$ cat config.mk
export PLATFORM = sky130hd
export DESIGN_NAME = npu_wrap
export DESIGN_NICKNAME = d
export VERILOG_FILES = /design/src/npu_pkg.sv /design/src/npu_axil_slave.sv /design/src/npu_regfile.sv /design/src/npu_scan_seq.sv /design/src/npu_pulse_gen.sv /design/src/npu_wrap.sv
export SDC_FILE = /design/constraint.sdc
export NUM_CORES = 2
export LEC_CHECK = 0
export BUFFER_PORTS_ARGS = -buffer_cell sky130_fd_sc_hd__buf_2
export CAP_MARGIN = 5
export CORE_MARGIN = 2
export CORE_UTILIZATION = 55
export DETAILED_ROUTE_END_ITERATION = 10
export HOLD_SLACK_MARGIN = 0.05
export PLACE_DENSITY = 0.76
export SETUP_SLACK_MARGIN = 0.15
export SLEW_MARGIN = 20
export SYNTH_ARGS = -nofsm -noshare
export SYNTH_HDL_FRONTEND = slang
export SYNTH_SLANG_ARGS = --single-unit
export TNS_END_PERCENT = 20
$ cat constraint.sdc
create_clock -name clk -period 3.2 [get_ports clk]
set_input_delay 0.16 -clock clk [delete_from_list [all_inputs] [get_ports clk]]
set_output_delay 0.16 -clock clk [all_outputs]
set_load 0.005 [all_outputs]
$ cat src/npu_pkg.sv
package npu_pkg;

    // bus geometry
    localparam int data_w = 32;
    localparam int addr_w = 16;
    localparam int strb_w = data_w / 8;
    localparam int word_w = addr_w - 2;

    localparam int cfg_words = 32;
    localparam int mem_words = 64;
    localparam int cfg_aw    = $clog2(cfg_words);
    localparam int mem_aw    = $clog2(mem_words);
    localparam int ctrl_aw   = 4;                   // 16 control slots

    // byte address map, core config below cfg_base reads zero
    localparam logic [addr_w-1:0] cfg_base  = 16'h0200;
    localparam logic [addr_w-1:0] ctrl_base = 16'h0300;
    localparam logic [addr_w-1:0] mem_base  = 16'h0400;

    localparam logic [word_w-1:0] cfg_wbase  = cfg_base[addr_w-1:2];
    localparam logic [word_w-1:0] ctrl_wbase = ctrl_base[addr_w-1:2];
    localparam logic [word_w-1:0] mem_wbase  = mem_base[addr_w-1:2];

    // config word indexes
    localparam int cfg_range      = 1;    // wl st, wl end, bl st, bl end
    localparam int cfg_static     = 4;
    localparam int cfg_width_sr   = 5;    // set width low half, reset width high half
    localparam int cfg_op_list    = 14;
    localparam int cfg_loops      = 16;
    localparam int cfg_width_read = 17;

    // control word indexes
    localparam int ctrl_start  = 0;
    localparam int ctrl_stop   = 1;
    localparam int ctrl_status = 2;

    typedef enum logic [1:0] {
        op_set   = 2'd0,
        op_reset = 2'd1,
        op_read  = 2'd2,
        op_skip  = 2'd3
    } op_t;

    typedef struct packed {
        logic              awvalid;
        logic [addr_w-1:0] awaddr;
        logic              wvalid;
        logic [data_w-1:0] wdata;
        logic [strb_w-1:0] wstrb;
        logic              bready;
        logic              arvalid;
        logic [addr_w-1:0] araddr;
        logic              rready;
    } axil_m2s_t;

    typedef struct packed {
        logic              awready;
        logic              wready;
        logic              bvalid;
        logic [1:0]        bresp;
        logic              arready;
        logic              rvalid;
        logic [data_w-1:0] rdata;
        logic [1:0]        rresp;
    } axil_s2m_t;

    typedef struct packed {
        logic              valid;
        logic [word_w-1:0] word;
        logic [data_w-1:0] data;
        logic [strb_w-1:0] strb;
    } reg_wr_t;

    typedef struct packed {
        logic [7:0]      wl_st;
        logic [7:0]      wl_end;
        logic [7:0]      bl_st;
        logic [7:0]      bl_end;
        op_t [7:0]       ops;
        logic [2:0]      op_cnt;        // number of ops minus one
        logic [31:0]     loops;
        logic [15:0]     width_set;
        logic [15:0]     width_reset;
        logic [15:0]     width_read;
    } scan_cfg_t;

    typedef struct packed {
        logic        valid;
        op_t         op;
        logic [15:0] width;
    } pulse_req_t;

    typedef struct packed {
        logic       valid;
        logic [5:0] data;
    } sample_t;

    typedef struct packed {
        logic [8:0] addr;
        logic [7:0] din;
        logic       set;
        logic       reset;
        logic       clkadc;
        logic       dacwl_sw;
        logic       dacbl_sw;
        logic       dacsel_sw;
    } array_drive_t;

    typedef struct packed {
        logic dischg;
        logic arst_enreg;
        logic arst_wlreg;
        logic aset_enreg;
        logic aset_wlreg;
    } array_static_t;

endpackage

$ cat src/npu_axil_slave.sv
module npu_axil_slave
    import npu_pkg::*;
(
    input  logic              clk,
    input  logic              rst_n,
    input  axil_m2s_t         bus,
    output axil_s2m_t         rsp,
    output reg_wr_t           reg_wr,
    output logic [word_w-1:0] rd_word,
    input  logic [data_w-1:0] rd_data
);

    logic              b_pend;
    logic              r_pend;
    logic [data_w-1:0] rdata_q;
    logic              wr_take;
    logic              rd_take;

    logic              wr_valid;
    logic [word_w-1:0] wr_word;
    logic [data_w-1:0] wr_data;
    logic [strb_w-1:0] wr_strb;

    // aw and w only go together, one transfer per response
    assign wr_take = bus.awvalid && bus.wvalid && !b_pend;
    assign rd_take = bus.arvalid && !r_pend;

    assign rd_word = bus.araddr[addr_w-1:2];    // byte to word

    always_ff @(posedge clk) begin
        if (!rst_n) begin
            b_pend <= 1'b0;
        end else if (wr_take) begin
            b_pend <= 1'b1;
        end else if (bus.bready) begin
            b_pend <= 1'b0;
        end
    end

    always_ff @(posedge clk) begin
        if (!rst_n) begin
            r_pend <= 1'b0;
        end else if (rd_take) begin
            r_pend <= 1'b1;
        end else if (bus.rready) begin
            r_pend <= 1'b0;
        end
    end

    // held until rready since r_pend blocks a new capture
    always_ff @(posedge clk) begin
        if (!rst_n) begin
            rdata_q <= '0;
        end else if (rd_take) begin
            rdata_q <= rd_data;
        end
    end

    // write lands in the register file one edge after the handshake
    always_ff @(posedge clk) begin
        if (!rst_n) begin
            wr_valid <= 1'b0;
        end else begin
            wr_valid <= wr_take;
        end
    end

    always_ff @(posedge clk) begin
        if (!rst_n) begin
            wr_word <= '0;
            wr_data <= '0;
            wr_strb <= '0;
        end else if (wr_take) begin
            wr_word <= bus.awaddr[addr_w-1:2];
            wr_data <= bus.wdata;
            wr_strb <= bus.wstrb;
        end
    end

    always_comb begin
        reg_wr.valid = wr_valid;
        reg_wr.word  = wr_word;
        reg_wr.data  = wr_data;
        reg_wr.strb  = wr_strb;
    end

    always_comb begin
        rsp.awready = wr_take;
        rsp.wready  = wr_take;
        rsp.bvalid  = b_pend;
        rsp.bresp   = 2'b00;    // always okay
        rsp.arready = !r_pend;
        rsp.rvalid  = r_pend;
        rsp.rdata   = rdata_q;
        rsp.rresp   = 2'b00;
    end

endmodule

$ cat src/npu_regfile.sv
module npu_regfile
    import npu_pkg::*;
(
    input  logic              clk,
    input  logic              rst_n,
    input  reg_wr_t           reg_wr,
    input  logic [word_w-1:0] rd_word,
    output logic [data_w-1:0] rd_data,
    input  logic              busy,
    input  sample_t           sample,
    output scan_cfg_t         cfg,
    output array_static_t     static_pins,
    output logic              start,
    output logic              stop
);

    logic [data_w-1:0] cfg_q [cfg_words];
    logic [5:0]        mem_q [mem_words];     // raw adc codes
    logic [mem_aw-1:0] wr_ptr;
    logic [6:0]        smp_cnt;

    logic              wr_cfg_hit;
    logic              wr_ctrl_hit;
    logic [cfg_aw-1:0] wr_cfg_idx;
    logic [15:0]       read_w_raw;

    assign wr_cfg_hit  = reg_wr.valid && (reg_wr.word[word_w-1:cfg_aw] == cfg_wbase[word_w-1:cfg_aw]);
    assign wr_ctrl_hit = reg_wr.valid
                         && (reg_wr.word[word_w-1:ctrl_aw] == ctrl_wbase[word_w-1:ctrl_aw]);
    assign wr_cfg_idx  = reg_wr.word[cfg_aw-1:0];

    // command strobes, one cycle since reg_wr.valid is
    assign start = wr_ctrl_hit && (reg_wr.word[ctrl_aw-1:0] == ctrl_aw'(ctrl_start))
                   && reg_wr.strb[0] && reg_wr.data[0];
    assign stop  = wr_ctrl_hit && (reg_wr.word[ctrl_aw-1:0] == ctrl_aw'(ctrl_stop))
                   && reg_wr.strb[0] && reg_wr.data[0];

    always_ff @(posedge clk) begin
        if (!rst_n) begin
            for (int i = 0; i < cfg_words; i++) begin
                cfg_q[i] <= '0;
            end
        end else if (wr_cfg_hit) begin
            for (int b = 0; b < strb_w; b++) begin
                if (reg_wr.strb[b]) begin
                    cfg_q[wr_cfg_idx][8*b +: 8] <= reg_wr.data[8*b +: 8];
                end
            end
        end
    end

    // sample pointer and count, start rewinds
    always_ff @(posedge clk) begin
        if (!rst_n) begin
            wr_ptr  <= '0;
            smp_cnt <= '0;
        end else if (start) begin
            wr_ptr  <= '0;
            smp_cnt <= '0;
        end else if (sample.valid) begin
            wr_ptr <= wr_ptr + 1'b1;             // wraps at 64
            if (smp_cnt != 7'(mem_words)) begin
                smp_cnt <= smp_cnt + 1'b1;
            end
        end
    end

    always_ff @(posedge clk) begin
        if (sample.valid && !start) begin
            mem_q[wr_ptr] <= sample.data;
        end
    end

    always_comb begin
        rd_data = '0;                              // unmapped and core config
        if (rd_word[word_w-1:cfg_aw] == cfg_wbase[word_w-1:cfg_aw]) begin
            rd_data = cfg_q[rd_word[cfg_aw-1:0]];
        end else if (rd_word[word_w-1:mem_aw] == mem_wbase[word_w-1:mem_aw]) begin
            rd_data = {26'd0, mem_q[rd_word[mem_aw-1:0]]};
        end else if (rd_word == ctrl_wbase + word_w'(ctrl_status)) begin
            rd_data = {9'd0, smp_cnt, 15'd0, busy};
        end
    end

    assign read_w_raw = cfg_q[cfg_width_read][15:0];

    always_comb begin
        cfg.wl_st  = cfg_q[cfg_range][7:0];
        cfg.wl_end = cfg_q[cfg_range][15:8];
        cfg.bl_st  = cfg_q[cfg_range][23:16];
        cfg.bl_end = cfg_q[cfg_range][31:24];
        for (int i = 0; i < 8; i++) begin
            cfg.ops[i] = op_t'(cfg_q[cfg_op_list][2*i +: 2]);
        end
        cfg.op_cnt      = cfg_q[cfg_op_list][18:16];
        cfg.loops       = cfg_q[cfg_loops];
        cfg.width_set   = cfg_q[cfg_width_sr][15:0];
        cfg.width_reset = cfg_q[cfg_width_sr][31:16];
        cfg.width_read  = (read_w_raw > 16'd1) ? read_w_raw : 16'd1;
    end

    always_comb begin
        static_pins.dischg     = cfg_q[cfg_static][0];
        static_pins.arst_enreg = cfg_q[cfg_static][1];
        static_pins.arst_wlreg = cfg_q[cfg_static][2];
        static_pins.aset_enreg = cfg_q[cfg_static][3];
        static_pins.aset_wlreg = cfg_q[cfg_static][4];
    end

endmodule

$ cat src/npu_scan_seq.sv
module npu_scan_seq
    import npu_pkg::*;
(
    input  logic       clk,
    input  logic       rst_n,
    input  scan_cfg_t  cfg,
    input  logic       start,
    input  logic       stop,
    output logic       busy,
    output pulse_req_t req,
    input  logic       idle,
    input  logic       done,
    output logic [7:0] wl,
    output logic [7:0] bl
);

    typedef enum logic [1:0] {
        s_idle,
        s_issue,
        s_wait,
        s_next
    } state_t;

    state_t      state;
    logic [2:0]  op_pos;
    logic [31:0] loop_cnt;
    op_t         cur_op;

    assign cur_op = cfg.ops[op_pos];
    assign busy   = (state != s_idle);

    // stop blocks an accept in the same cycle
    always_comb begin
        req.valid = (state == s_issue) && (cur_op != op_skip) && !stop;
        req.op    = cur_op;
        case (cur_op)
            op_set:   req.width = cfg.width_set;
            op_reset: req.width = cfg.width_reset;
            default:  req.width = cfg.width_read;
        endcase
    end

    always_ff @(posedge clk) begin
        if (!rst_n) begin
            state    <= s_idle;
            op_pos   <= '0;
            loop_cnt <= '0;
            wl       <= '0;
            bl       <= '0;
        end else if (stop) begin
            state <= s_idle;
        end else begin
            case (state)
                s_idle: begin
                    if (start) begin
                        wl       <= cfg.wl_st;
                        bl       <= cfg.bl_st;
                        op_pos   <= '0;
                        loop_cnt <= '0;
                        if (cfg.loops != 32'd0) begin
                            state <= s_issue;
                        end
                    end
                end
                s_issue: begin
                    if (cur_op == op_skip) begin
                        state <= s_next;
                    end else if (idle) begin
                        state <= s_wait;        // request taken
                    end
                end
                s_wait: begin
                    if (done) begin
                        state <= s_next;
                    end
                end
                s_next: begin
                    state <= s_issue;
                    if (op_pos != cfg.op_cnt) begin
                        op_pos <= op_pos + 1'b1;
                    end else begin
                        op_pos <= '0;
                        if (bl != cfg.bl_end) begin
                            bl <= bl + 1'b1;    // bit line inner
                        end else begin
                            bl <= cfg.bl_st;
                            if (wl != cfg.wl_end) begin
                                wl <= wl + 1'b1;
                            end else begin
                                wl <= cfg.wl_st;
                                // whole rectangle done
                                if (loop_cnt == cfg.loops - 32'd1) begin
                                    state <= s_idle;
                                end else begin
                                    loop_cnt <= loop_cnt + 32'd1;
                                end
                            end
                        end
                    end
                end
                default: state <= s_idle;
            endcase
        end
    end

endmodule

$ cat src/npu_pulse_gen.sv
module npu_pulse_gen
    import npu_pkg::*;
(
    input  logic         clk,
    input  logic         rst_n,
    input  pulse_req_t   req,
    output logic         idle,
    output logic         done,
    input  logic [7:0]   wl,
    input  logic [7:0]   bl,
    input  logic [5:0]   dout,
    output array_drive_t drive,
    output sample_t      sample
);

    logic        active;
    logic [15:0] cnt;          // cycles left after this one
    logic        last;
    op_t         op_q;
    logic [7:0]  wl_q;
    logic [7:0]  bl_q;
    logic        smp_valid;
    logic [5:0]  smp_data;

    assign idle = !active;
    assign last = active && (cnt == 16'd0);

    always_ff @(posedge clk) begin
        if (!rst_n) begin
            active    <= 1'b0;
            cnt       <= '0;
            done      <= 1'b0;
            smp_valid <= 1'b0;
        end else begin
            done      <= last;
            smp_valid <= last && (op_q == op_read);
            if (req.valid && !active) begin
                active <= 1'b1;
                cnt    <= (req.width == 16'd0) ? 16'd0 : req.width - 16'd1;  // zero acts as one
            end else if (last) begin
                active <= 1'b0;
            end else if (active) begin
                cnt <= cnt - 16'd1;
            end
        end
    end

    // array address stays put between pulses
    always_ff @(posedge clk) begin
        if (!rst_n) begin
            wl_q <= '0;
            bl_q <= '0;
        end else if (req.valid && !active) begin
            wl_q <= wl;
            bl_q <= bl;
        end
    end

    always_ff @(posedge clk) begin
        if (!rst_n) begin
            op_q     <= op_set;
            smp_data <= '0;
        end else begin
            if (req.valid && !active) begin
                op_q <= req.op;
            end
            if (last && (op_q == op_read)) begin
                smp_data <= dout;       // adc edge
            end
        end
    end

    always_comb begin
        sample.valid = smp_valid;
        sample.data  = smp_data;
    end

    always_comb begin
        drive.addr      = {1'b0, wl_q};
        drive.din       = bl_q;
        drive.set       = active && (op_q == op_set);
        drive.reset     = active && (op_q == op_reset);
        drive.clkadc    = last && (op_q == op_read);
        drive.dacwl_sw  = active;
        drive.dacsel_sw = active;
        drive.dacbl_sw  = active && ((op_q == op_set) || (op_q == op_read));
    end

endmodule

$ cat src/npu_wrap.sv
module npu_wrap
    import npu_pkg::*;
(
    input  logic          clk,
    input  logic          rst_n,
    input  axil_m2s_t     bus,
    output axil_s2m_t     rsp,
    input  logic [5:0]    dout,
    output array_drive_t  drive,
    output array_static_t static_pins
);

    reg_wr_t           reg_wr;
    logic [word_w-1:0] rd_word;
    logic [data_w-1:0] rd_data;
    scan_cfg_t         cfg;
    logic              start;
    logic              stop;
    logic              busy;
    pulse_req_t        req;
    logic              idle;
    logic              done;
    logic [7:0]        wl;
    logic [7:0]        bl;
    sample_t           sample;

    npu_axil_slave u_axil (
        .clk     (clk),
        .rst_n   (rst_n),
        .bus     (bus),
        .rsp     (rsp),
        .reg_wr  (reg_wr),
        .rd_word (rd_word),
        .rd_data (rd_data)
    );

    npu_regfile u_regs (
        .clk         (clk),
        .rst_n       (rst_n),
        .reg_wr      (reg_wr),
        .rd_word     (rd_word),
        .rd_data     (rd_data),
        .busy        (busy),
        .sample      (sample),
        .cfg         (cfg),
        .static_pins (static_pins),
        .start       (start),
        .stop        (stop)
    );

    npu_scan_seq u_seq (
        .clk   (clk),
        .rst_n (rst_n),
        .cfg   (cfg),
        .start (start),
        .stop  (stop),
        .busy  (busy),
        .req   (req),
        .idle  (idle),
        .done  (done),
        .wl    (wl),
        .bl    (bl)
    );

    npu_pulse_gen u_pulse (
        .clk    (clk),
        .rst_n  (rst_n),
        .req    (req),
        .idle   (idle),
        .done   (done),
        .wl     (wl),
        .bl     (bl),
        .dout   (dout),
        .drive  (drive),
        .sample (sample)
    );

endmodule

Yosys cells after proc, flatten, opt, wreduce, memory -nomap -nowiden
Memories as Yosys holds them, arrays and structs flattened.
Index checks and enable logic that the tools add are counted.
- register bits after elaboration: 194
- bits of input ports: 81
- output and inout bits: 69
- word-level logic and storage cells: 181
- memories kept: 2
- bits in writable memories: 1408
- memories (memory ; words ; bits a word ; read ports ; clocked after Yosys merged registers in ; wr ports ; line ; source):
    u_regs.cfg_q ; 32 ; 32 ; 7 ; 0 ; 32 ; npu_regfile.sv:17 ; logic [data_w-1:0] cfg_q [cfg_words];
    u_regs.mem_q ; 64 ; 6 ; 1 ; 0 ; 1 ; npu_regfile.sv:18 ; logic [5:0] mem_q [mem_words];
- equality and inequality tests: 28
- $lt $le $gt $ge: 2
- bitwise logic cells: 2
- multiplexer cells: 67
- reduce and logical (&&, ||, !) cells: 49
- $add $sub $neg: 9
- operator list (cell ; count):
    $mux W32 ; 8
    $mux W16 ; 5
    $pmux W32 S2 ; 1
    $mux W8 ; 7
    $add A32 B1 Y32 const B ; 1
    $eq A32 B32 Y1 ; 1
    $logic_not A16 Y1 ; 2
    $pmux W16 S2 ; 1
    $pmux W8 S2 ; 2
    $reduce_bool A32 Y1 ; 1
    $reduce_or A32 Y1 ; 1
    $sub A16 B1 Y16 const B ; 2
    $sub A32 B1 Y32 const B ; 1
    $mux W1 ; 26
    $mux W23 ; 1
    $logic_and A1 B1 Y1 ; 20
    $eq A9 B3 Y1 const B ; 2
    $mux W2 ; 9
    $add A8 B1 Y8 const B ; 2
    $gt A16 B1 Y1 const B ; 1
    $ne A8 B8 Y1 ; 2
    $eq A14 B8 Y1 const B ; 1
    $ne A2 B2 Y1 const B ; 7
    $reduce_bool A2 Y1 ; 6
    other kinds (30) ; 47

Logic depth before layout (Yosys ltp)
- word-level depth: 10
- gate-level depth with buffers: 13
- depth with buffers taken out: 11

Hierarchy
Synthesis repeated with hierarchy kept, for this count alone.
- cells, all modules: 5344
- area total of the unflattened synthesis: 74139.9 um^2
- modules (own cells, without submodules) (module ; area each (um^2) ; cells an instance ; times used):
    npu_regfile ; 63871.3 ; 4022 ; 1
    npu_scan_seq ; 4749.6 ; 636 ; 1
    npu_axil_slave ; 3213.1 ; 399 ; 1
    npu_pulse_gen ; 2306.0 ; 287 ; 1

Least setup slack after synthesis
Ideal clock, no wire load.
- path kind: register -> register
- start: mem u_regs.cfg_q[16][0]
- end: reg u_seq.loop_cnt[22]
- arrival: 3.068 ns
- period minus slack after synthesis: 3.182 ns
- required time: 3.085 ns
- cell stages (with the launch flop): 14
- path slack: 0.018 ns
- cell sequence: edfxtp_1 -> inv_1 -> ha_1 -> nor3b_1 -> and4_1 -> a32oi_1 -> a211oi_1 -> nand4_1 -> nor4_2 -> and2_2 -> buf_4 -> buf_6 -> nor4_1 -> o21a_1
- RTL lines (element ; line ; source):
    start: declaration ; npu_regfile.sv:17 ;
    end signal: assignment ; npu_scan_seq.sv:95 ; loop_cnt <= loop_cnt + 32'd1;
    end: declaration ; npu_scan_seq.sv:26 ; logic [31:0] loop_cnt;

==> impl_metrics.ini <==
[status]
outcome = finished, violations left
violations = setup timing

[power_and_ir_drop]
p_sw_share_pct = 24.5
power.share.combinational_pct = 10.0
vdd.ir_drop.worst_uv = 482
clkPwrFrac_pct = 39.7
p_leak_nw = 30.2
power.share.sequential_pct = 50.4
power_report.internal_total_mw = 35.5
p_switching_mw = 11.5
power.density_cell_area_nw_per_um2 = 559

[cts]
number_of_buffers_added_by_the_clock_tree_synthesis_step = 162
tritoncts = done
clk_pin_slew_worst_paths_ns = 0.06
h_tree_depth = 4
clkLatencyLatePin_ns = 0.81
root_buffer = sky130_fd_sc_hd__clkbuf_16
clkSinkCount = 1602
ctsLongestPathBuffers = 3

[worst_setup_path]
crit_path_end_kind = flop
cp_max_fo = 8
setup.worst_path.class = reg -> reg
r2r_cells = 16
critPathLaunchType = flop
r2r-start = u_regs.cfg_q[16][1]
cp.required_ns = 3.90
critical_path_arrival_ns = 4.02
timing.rr.end = u_seq.loop_cnt[17]
ff2ff_setup_slack_ns = -0.12

[global_route]
overflow = 0
maximum_number_of_pins_on_one_net_before_global_route_repair = 141
gr-usage-all-layers_pct = 30.4
first_global_vias = 45400
grt_pass1_wl_mm = 302
antenna_violations_before_repair = 16

[cells_and_area]
finalNetCount = 5502
finalInstanceArea_um2 = 84100
layout-drive-gt1-share_pct = 24.3
area_occupied_by_registers_um2 = 46200
multi_input_area_um2 = 25600
fillCellCount = 9064
stdcell_count = 7297
syn2layout_area_growth_pct = 15.2

[placed_design]
port_buffer_count = 140
post-place-cells = 6895
dp_hpwl_mm = 136
place_congestion = 0.949
place_area_um2 = 77500

[timing]
post-route-period-util_pct = 104
timing.final.crit_period_ns = 3.32
clock.fmax_mhz = 302
setup_violations = 28
finalWorstSetupSlack_ns = -0.116
slew_viol_final = 0
timing.final.hold_violations = 0
timing.max_slew.rel_slack_pct = 30.5
tightestPinTransition_ns = 1.04
rsz_0062_raised_after_global_routing = yes
worst_case_clock_skew_ns = 0.0445

[route]
drt_iter0_markers = 6814
drt_pass1_iterations = 6
ant_nets = 0
routedWlPerCell_um = 28.2
num_vias = 46800
detail_route.wirelength_mm = 206
post-route-drc-count = 0
post_drt_via_cell_ratio = 6.41

[logic_synthesis]
synth-edff-count = 1408
synthesis.area_per_instance_um2 = 14.4
count_of_different_cell_masters_after_synthesis = 79
synth-seq-cells = 1602
synthesis.instances = 5069
yosysWarnings = 0
synth_area_um2 = 73100
share_of_synthesized_area_occupied_by_flip_flops_and_latches_pct = 63.2
postSynth.topFlopCell = sky130_fd_sc_hd__edfxtp_1
ys_async_sr_fraction_pct = 0

[die]
die-height_um = 368
core_area_um2 = 132000
initial_utilization_pct = 55.5
floorplan.die_area_um2 = 136000
num_rows = 133
die_x_um = 368
ioPinCount = 150

[min_path]
timing.hold.worst_path_depth = 5
hold_path_end = u_axil.rdata_q[22]
hold_path.class = in -> reg
hold_startpoint = bus[10]

[run]
drv.max_cap_violation_count = 0
==> worst max-delay path: stages, from the launching register on <==
cell and delay, ns:
sky130_fd_sc_hd__edfxtp_1 0.44, sky130_fd_sc_hd__inv_2 0.09, sky130_fd_sc_hd__ha_4 0.12, sky130_fd_sc_hd__or3b_4 0.41, sky130_fd_sc_hd__nor4_4 0.29, sky130_fd_sc_hd__buf_6 0.16
sky130_fd_sc_hd__buf_6 0.10, sky130_fd_sc_hd__buf_6 0.09, sky130_fd_sc_hd__nand3_4 0.07, sky130_fd_sc_hd__xnor2_2 0.19, sky130_fd_sc_hd__nor4_2 0.08, sky130_fd_sc_hd__o21a_1 0.13
sky130_fd_sc_hd__and2_4 0.17, sky130_fd_sc_hd__buf_6 0.12, sky130_fd_sc_hd__buf_12 0.12, sky130_fd_sc_hd__or4_4 0.50, sky130_fd_sc_hd__a21oi_2 0.12
==> worst max-delay path by stage <==
stage | slack (ns) | start | to | cells after the start
after floorplan | 0.14 | u_regs.cfg_q[16][0] | u_seq.loop_cnt[22] | 13
after global placement | -0.04 | u_regs.cfg_q[16][0] | u_seq.loop_cnt[10] | 13
after detailed placement | -0.07 | u_regs.cfg_q[16][0] | u_seq.loop_cnt[22] | 13
after CTS | 0.05 | u_regs.cfg_q[16][1] | u_seq.loop_cnt[9] | 12
after global routing | -0.21 | u_regs.cfg_q[16][1] | u_seq.loop_cnt[15] | 14
final | -0.12 | u_regs.cfg_q[16][1] | u_seq.loop_cnt[17] | 16
==> power by group through the flow <==
stage	combinational, mW	clock (mW)	sequential, mW
global placement	4.26	0	24.1
CTS	4.47	18.7	23.7
detailed placement	4.33	0	24.1
floorplan	2.72	0	23.9
global route	4.93	19.5	23.7
finish	4.69	18.6	23.7
==> synth_stat cells (all sizes together) (7+ instances only) <==
cell type,n,area share [%]
xor2,41,0.49
or4,21,0.22
nor2b,11,0.094
nand2b,11,0.094
clkbuf,332,1.7
nand3,52,0.36
and3,374,3.2
nand2,323,1.7
a211oi,21,0.22
ha,15,0.26
xnor2,43,0.52
nor3,50,0.34
nor3b,14,0.14
o21a,10,0.10
nand3b,12,0.14
o31ai,12,0.12
o22ai,8,0.069
mux4,449,14
and2,682,5.8
buf,87,0.61
or3,25,0.22
nor2,332,1.7
o21ai,130,0.89
edfxtp,1408,58
mux2,8,0.12
nor4b,7,0.092
dfxtp,194,5.3
inv,23,0.12
nor4,40,0.42
a21oi,152,1.1
mux2i,74,1.0
nand4,28,0.25
==> cells by family (layout without fill, tap and decap cells) <==
group	after synthesis	after routing	share of synthesized area, %
buffers and inverters	444	911	2.44
AOI/OAI and AO/OA	393	393	3.14
muxes	531	531	15.0
and+or+nand+nor	1999	1999	15.0
adders and majority gates	15	15	0.257
other	1	7	0.00513
xor gates and xnor gates	84	84	1.01
DFF	1602	1602	63.2
==> stage by stage <==
step                      worst slack [ns]  hold slack (ns)  util (%)  setup TNS [ns]  total power, mW
final                               -0.116           0.0991      63.9           -1.29             47.0
after detailed placement           -0.0693            0.352      58.8          -0.360             28.4
after floorplan                      0.136            0.260         -               0             26.6
after global routing                -0.209            0.126      63.9           -5.26             48.2
after CTS                           0.0534           0.0851      63.6               0             46.9
after global placement             -0.0368            0.346      58.8         -0.0618             28.3
==> layout by cell type, fill, tap and decap left out, types with 37 or more instances in the layout <==
cell,netlist,layout
sky130_fd_sc_hd__dfxtp_1,194,185
sky130_fd_sc_hd__mux4_2,449,449
sky130_fd_sc_hd__edfxtp_1,1408,1408
sky130_fd_sc_hd__o21ai_0,120,117
sky130_fd_sc_hd__clkbuf_16,0,165
sky130_fd_sc_hd__nand3_1,52,48
sky130_fd_sc_hd__and2_1,681,676
sky130_fd_sc_hd__a21oi_1,151,144
sky130_fd_sc_hd__and3_1,374,373
sky130_fd_sc_hd__buf_4,19,329
sky130_fd_sc_hd__buf_2,12,136
sky130_fd_sc_hd__dlygate4sd3_1,0,64
sky130_fd_sc_hd__nor2_1,332,322
sky130_fd_sc_hd__mux2i_1,74,68
sky130_fd_sc_hd__nor3_1,50,47
sky130_fd_sc_hd__xnor2_1,43,39
sky130_fd_sc_hd__xor2_1,41,41
sky130_fd_sc_hd__nand2_1,322,317
sky130_fd_sc_hd__buf_12,0,37
==> routing by layer <==
layer  global-route usage, %  up-vias  part of all wire [%]
li1                        -    19800                     -
met1                    41.2    23500                    37
met2                    48.1     2941                    47
met3                    6.86      450                    12
met4                    11.7       12                   4.2
met5                       0        -                 0.043
==> timing repair <==
action                     CTS  global route
setup endpoints to repair   43            54
setup buffers               21            14
resized for setup           42            62
pin swaps                   31            25
hold buffers                64             0
gates cloned                 3             0
hold endpoints to repair    82             0
==> area by class of cell <==
cell class / instances / area share, %
Tap cell: 1755 / 2.61
Clock inverter: 87 / 0.950
Inverter: 25 / 0.117
Multi-Input combinational cell: 3027 / 30.4
Clock buffer: 211 / 5.23
Timing Repair Buffer: 588 / 5.74
Antenna cell: 2 / 0.00595
Sequential cell: 1602 / 54.9
==> registers in the layout, indices dropped and copies added (netlist names), 2 cells and up <==
| register | count |
|---|---|
| u_regs.smp_cnt | 7 |
| u_pulse.bl_q | 8 |
| u_axil.wr_data | 32 |
| u_pulse.op_q | 2 |
| u_regs.mem_q | 384 |
| u_axil.wr_strb | 4 |
| u_pulse.smp_data | 6 |
| u_seq.op_pos | 3 |
| u_seq.bl | 8 |
| u_axil.wr_word | 14 |
| u_seq.wl | 8 |
| u_pulse.wl_q | 8 |
| u_axil.rdata_q | 32 |
| u_seq.loop_cnt | 32 |
| u_seq.state | 2 |
| u_regs.cfg_q | 1024 |
| u_pulse.cnt | 16 |
| u_regs.wr_ptr | 6 |
Note: power is estimated with default switching activity, not from simulation.
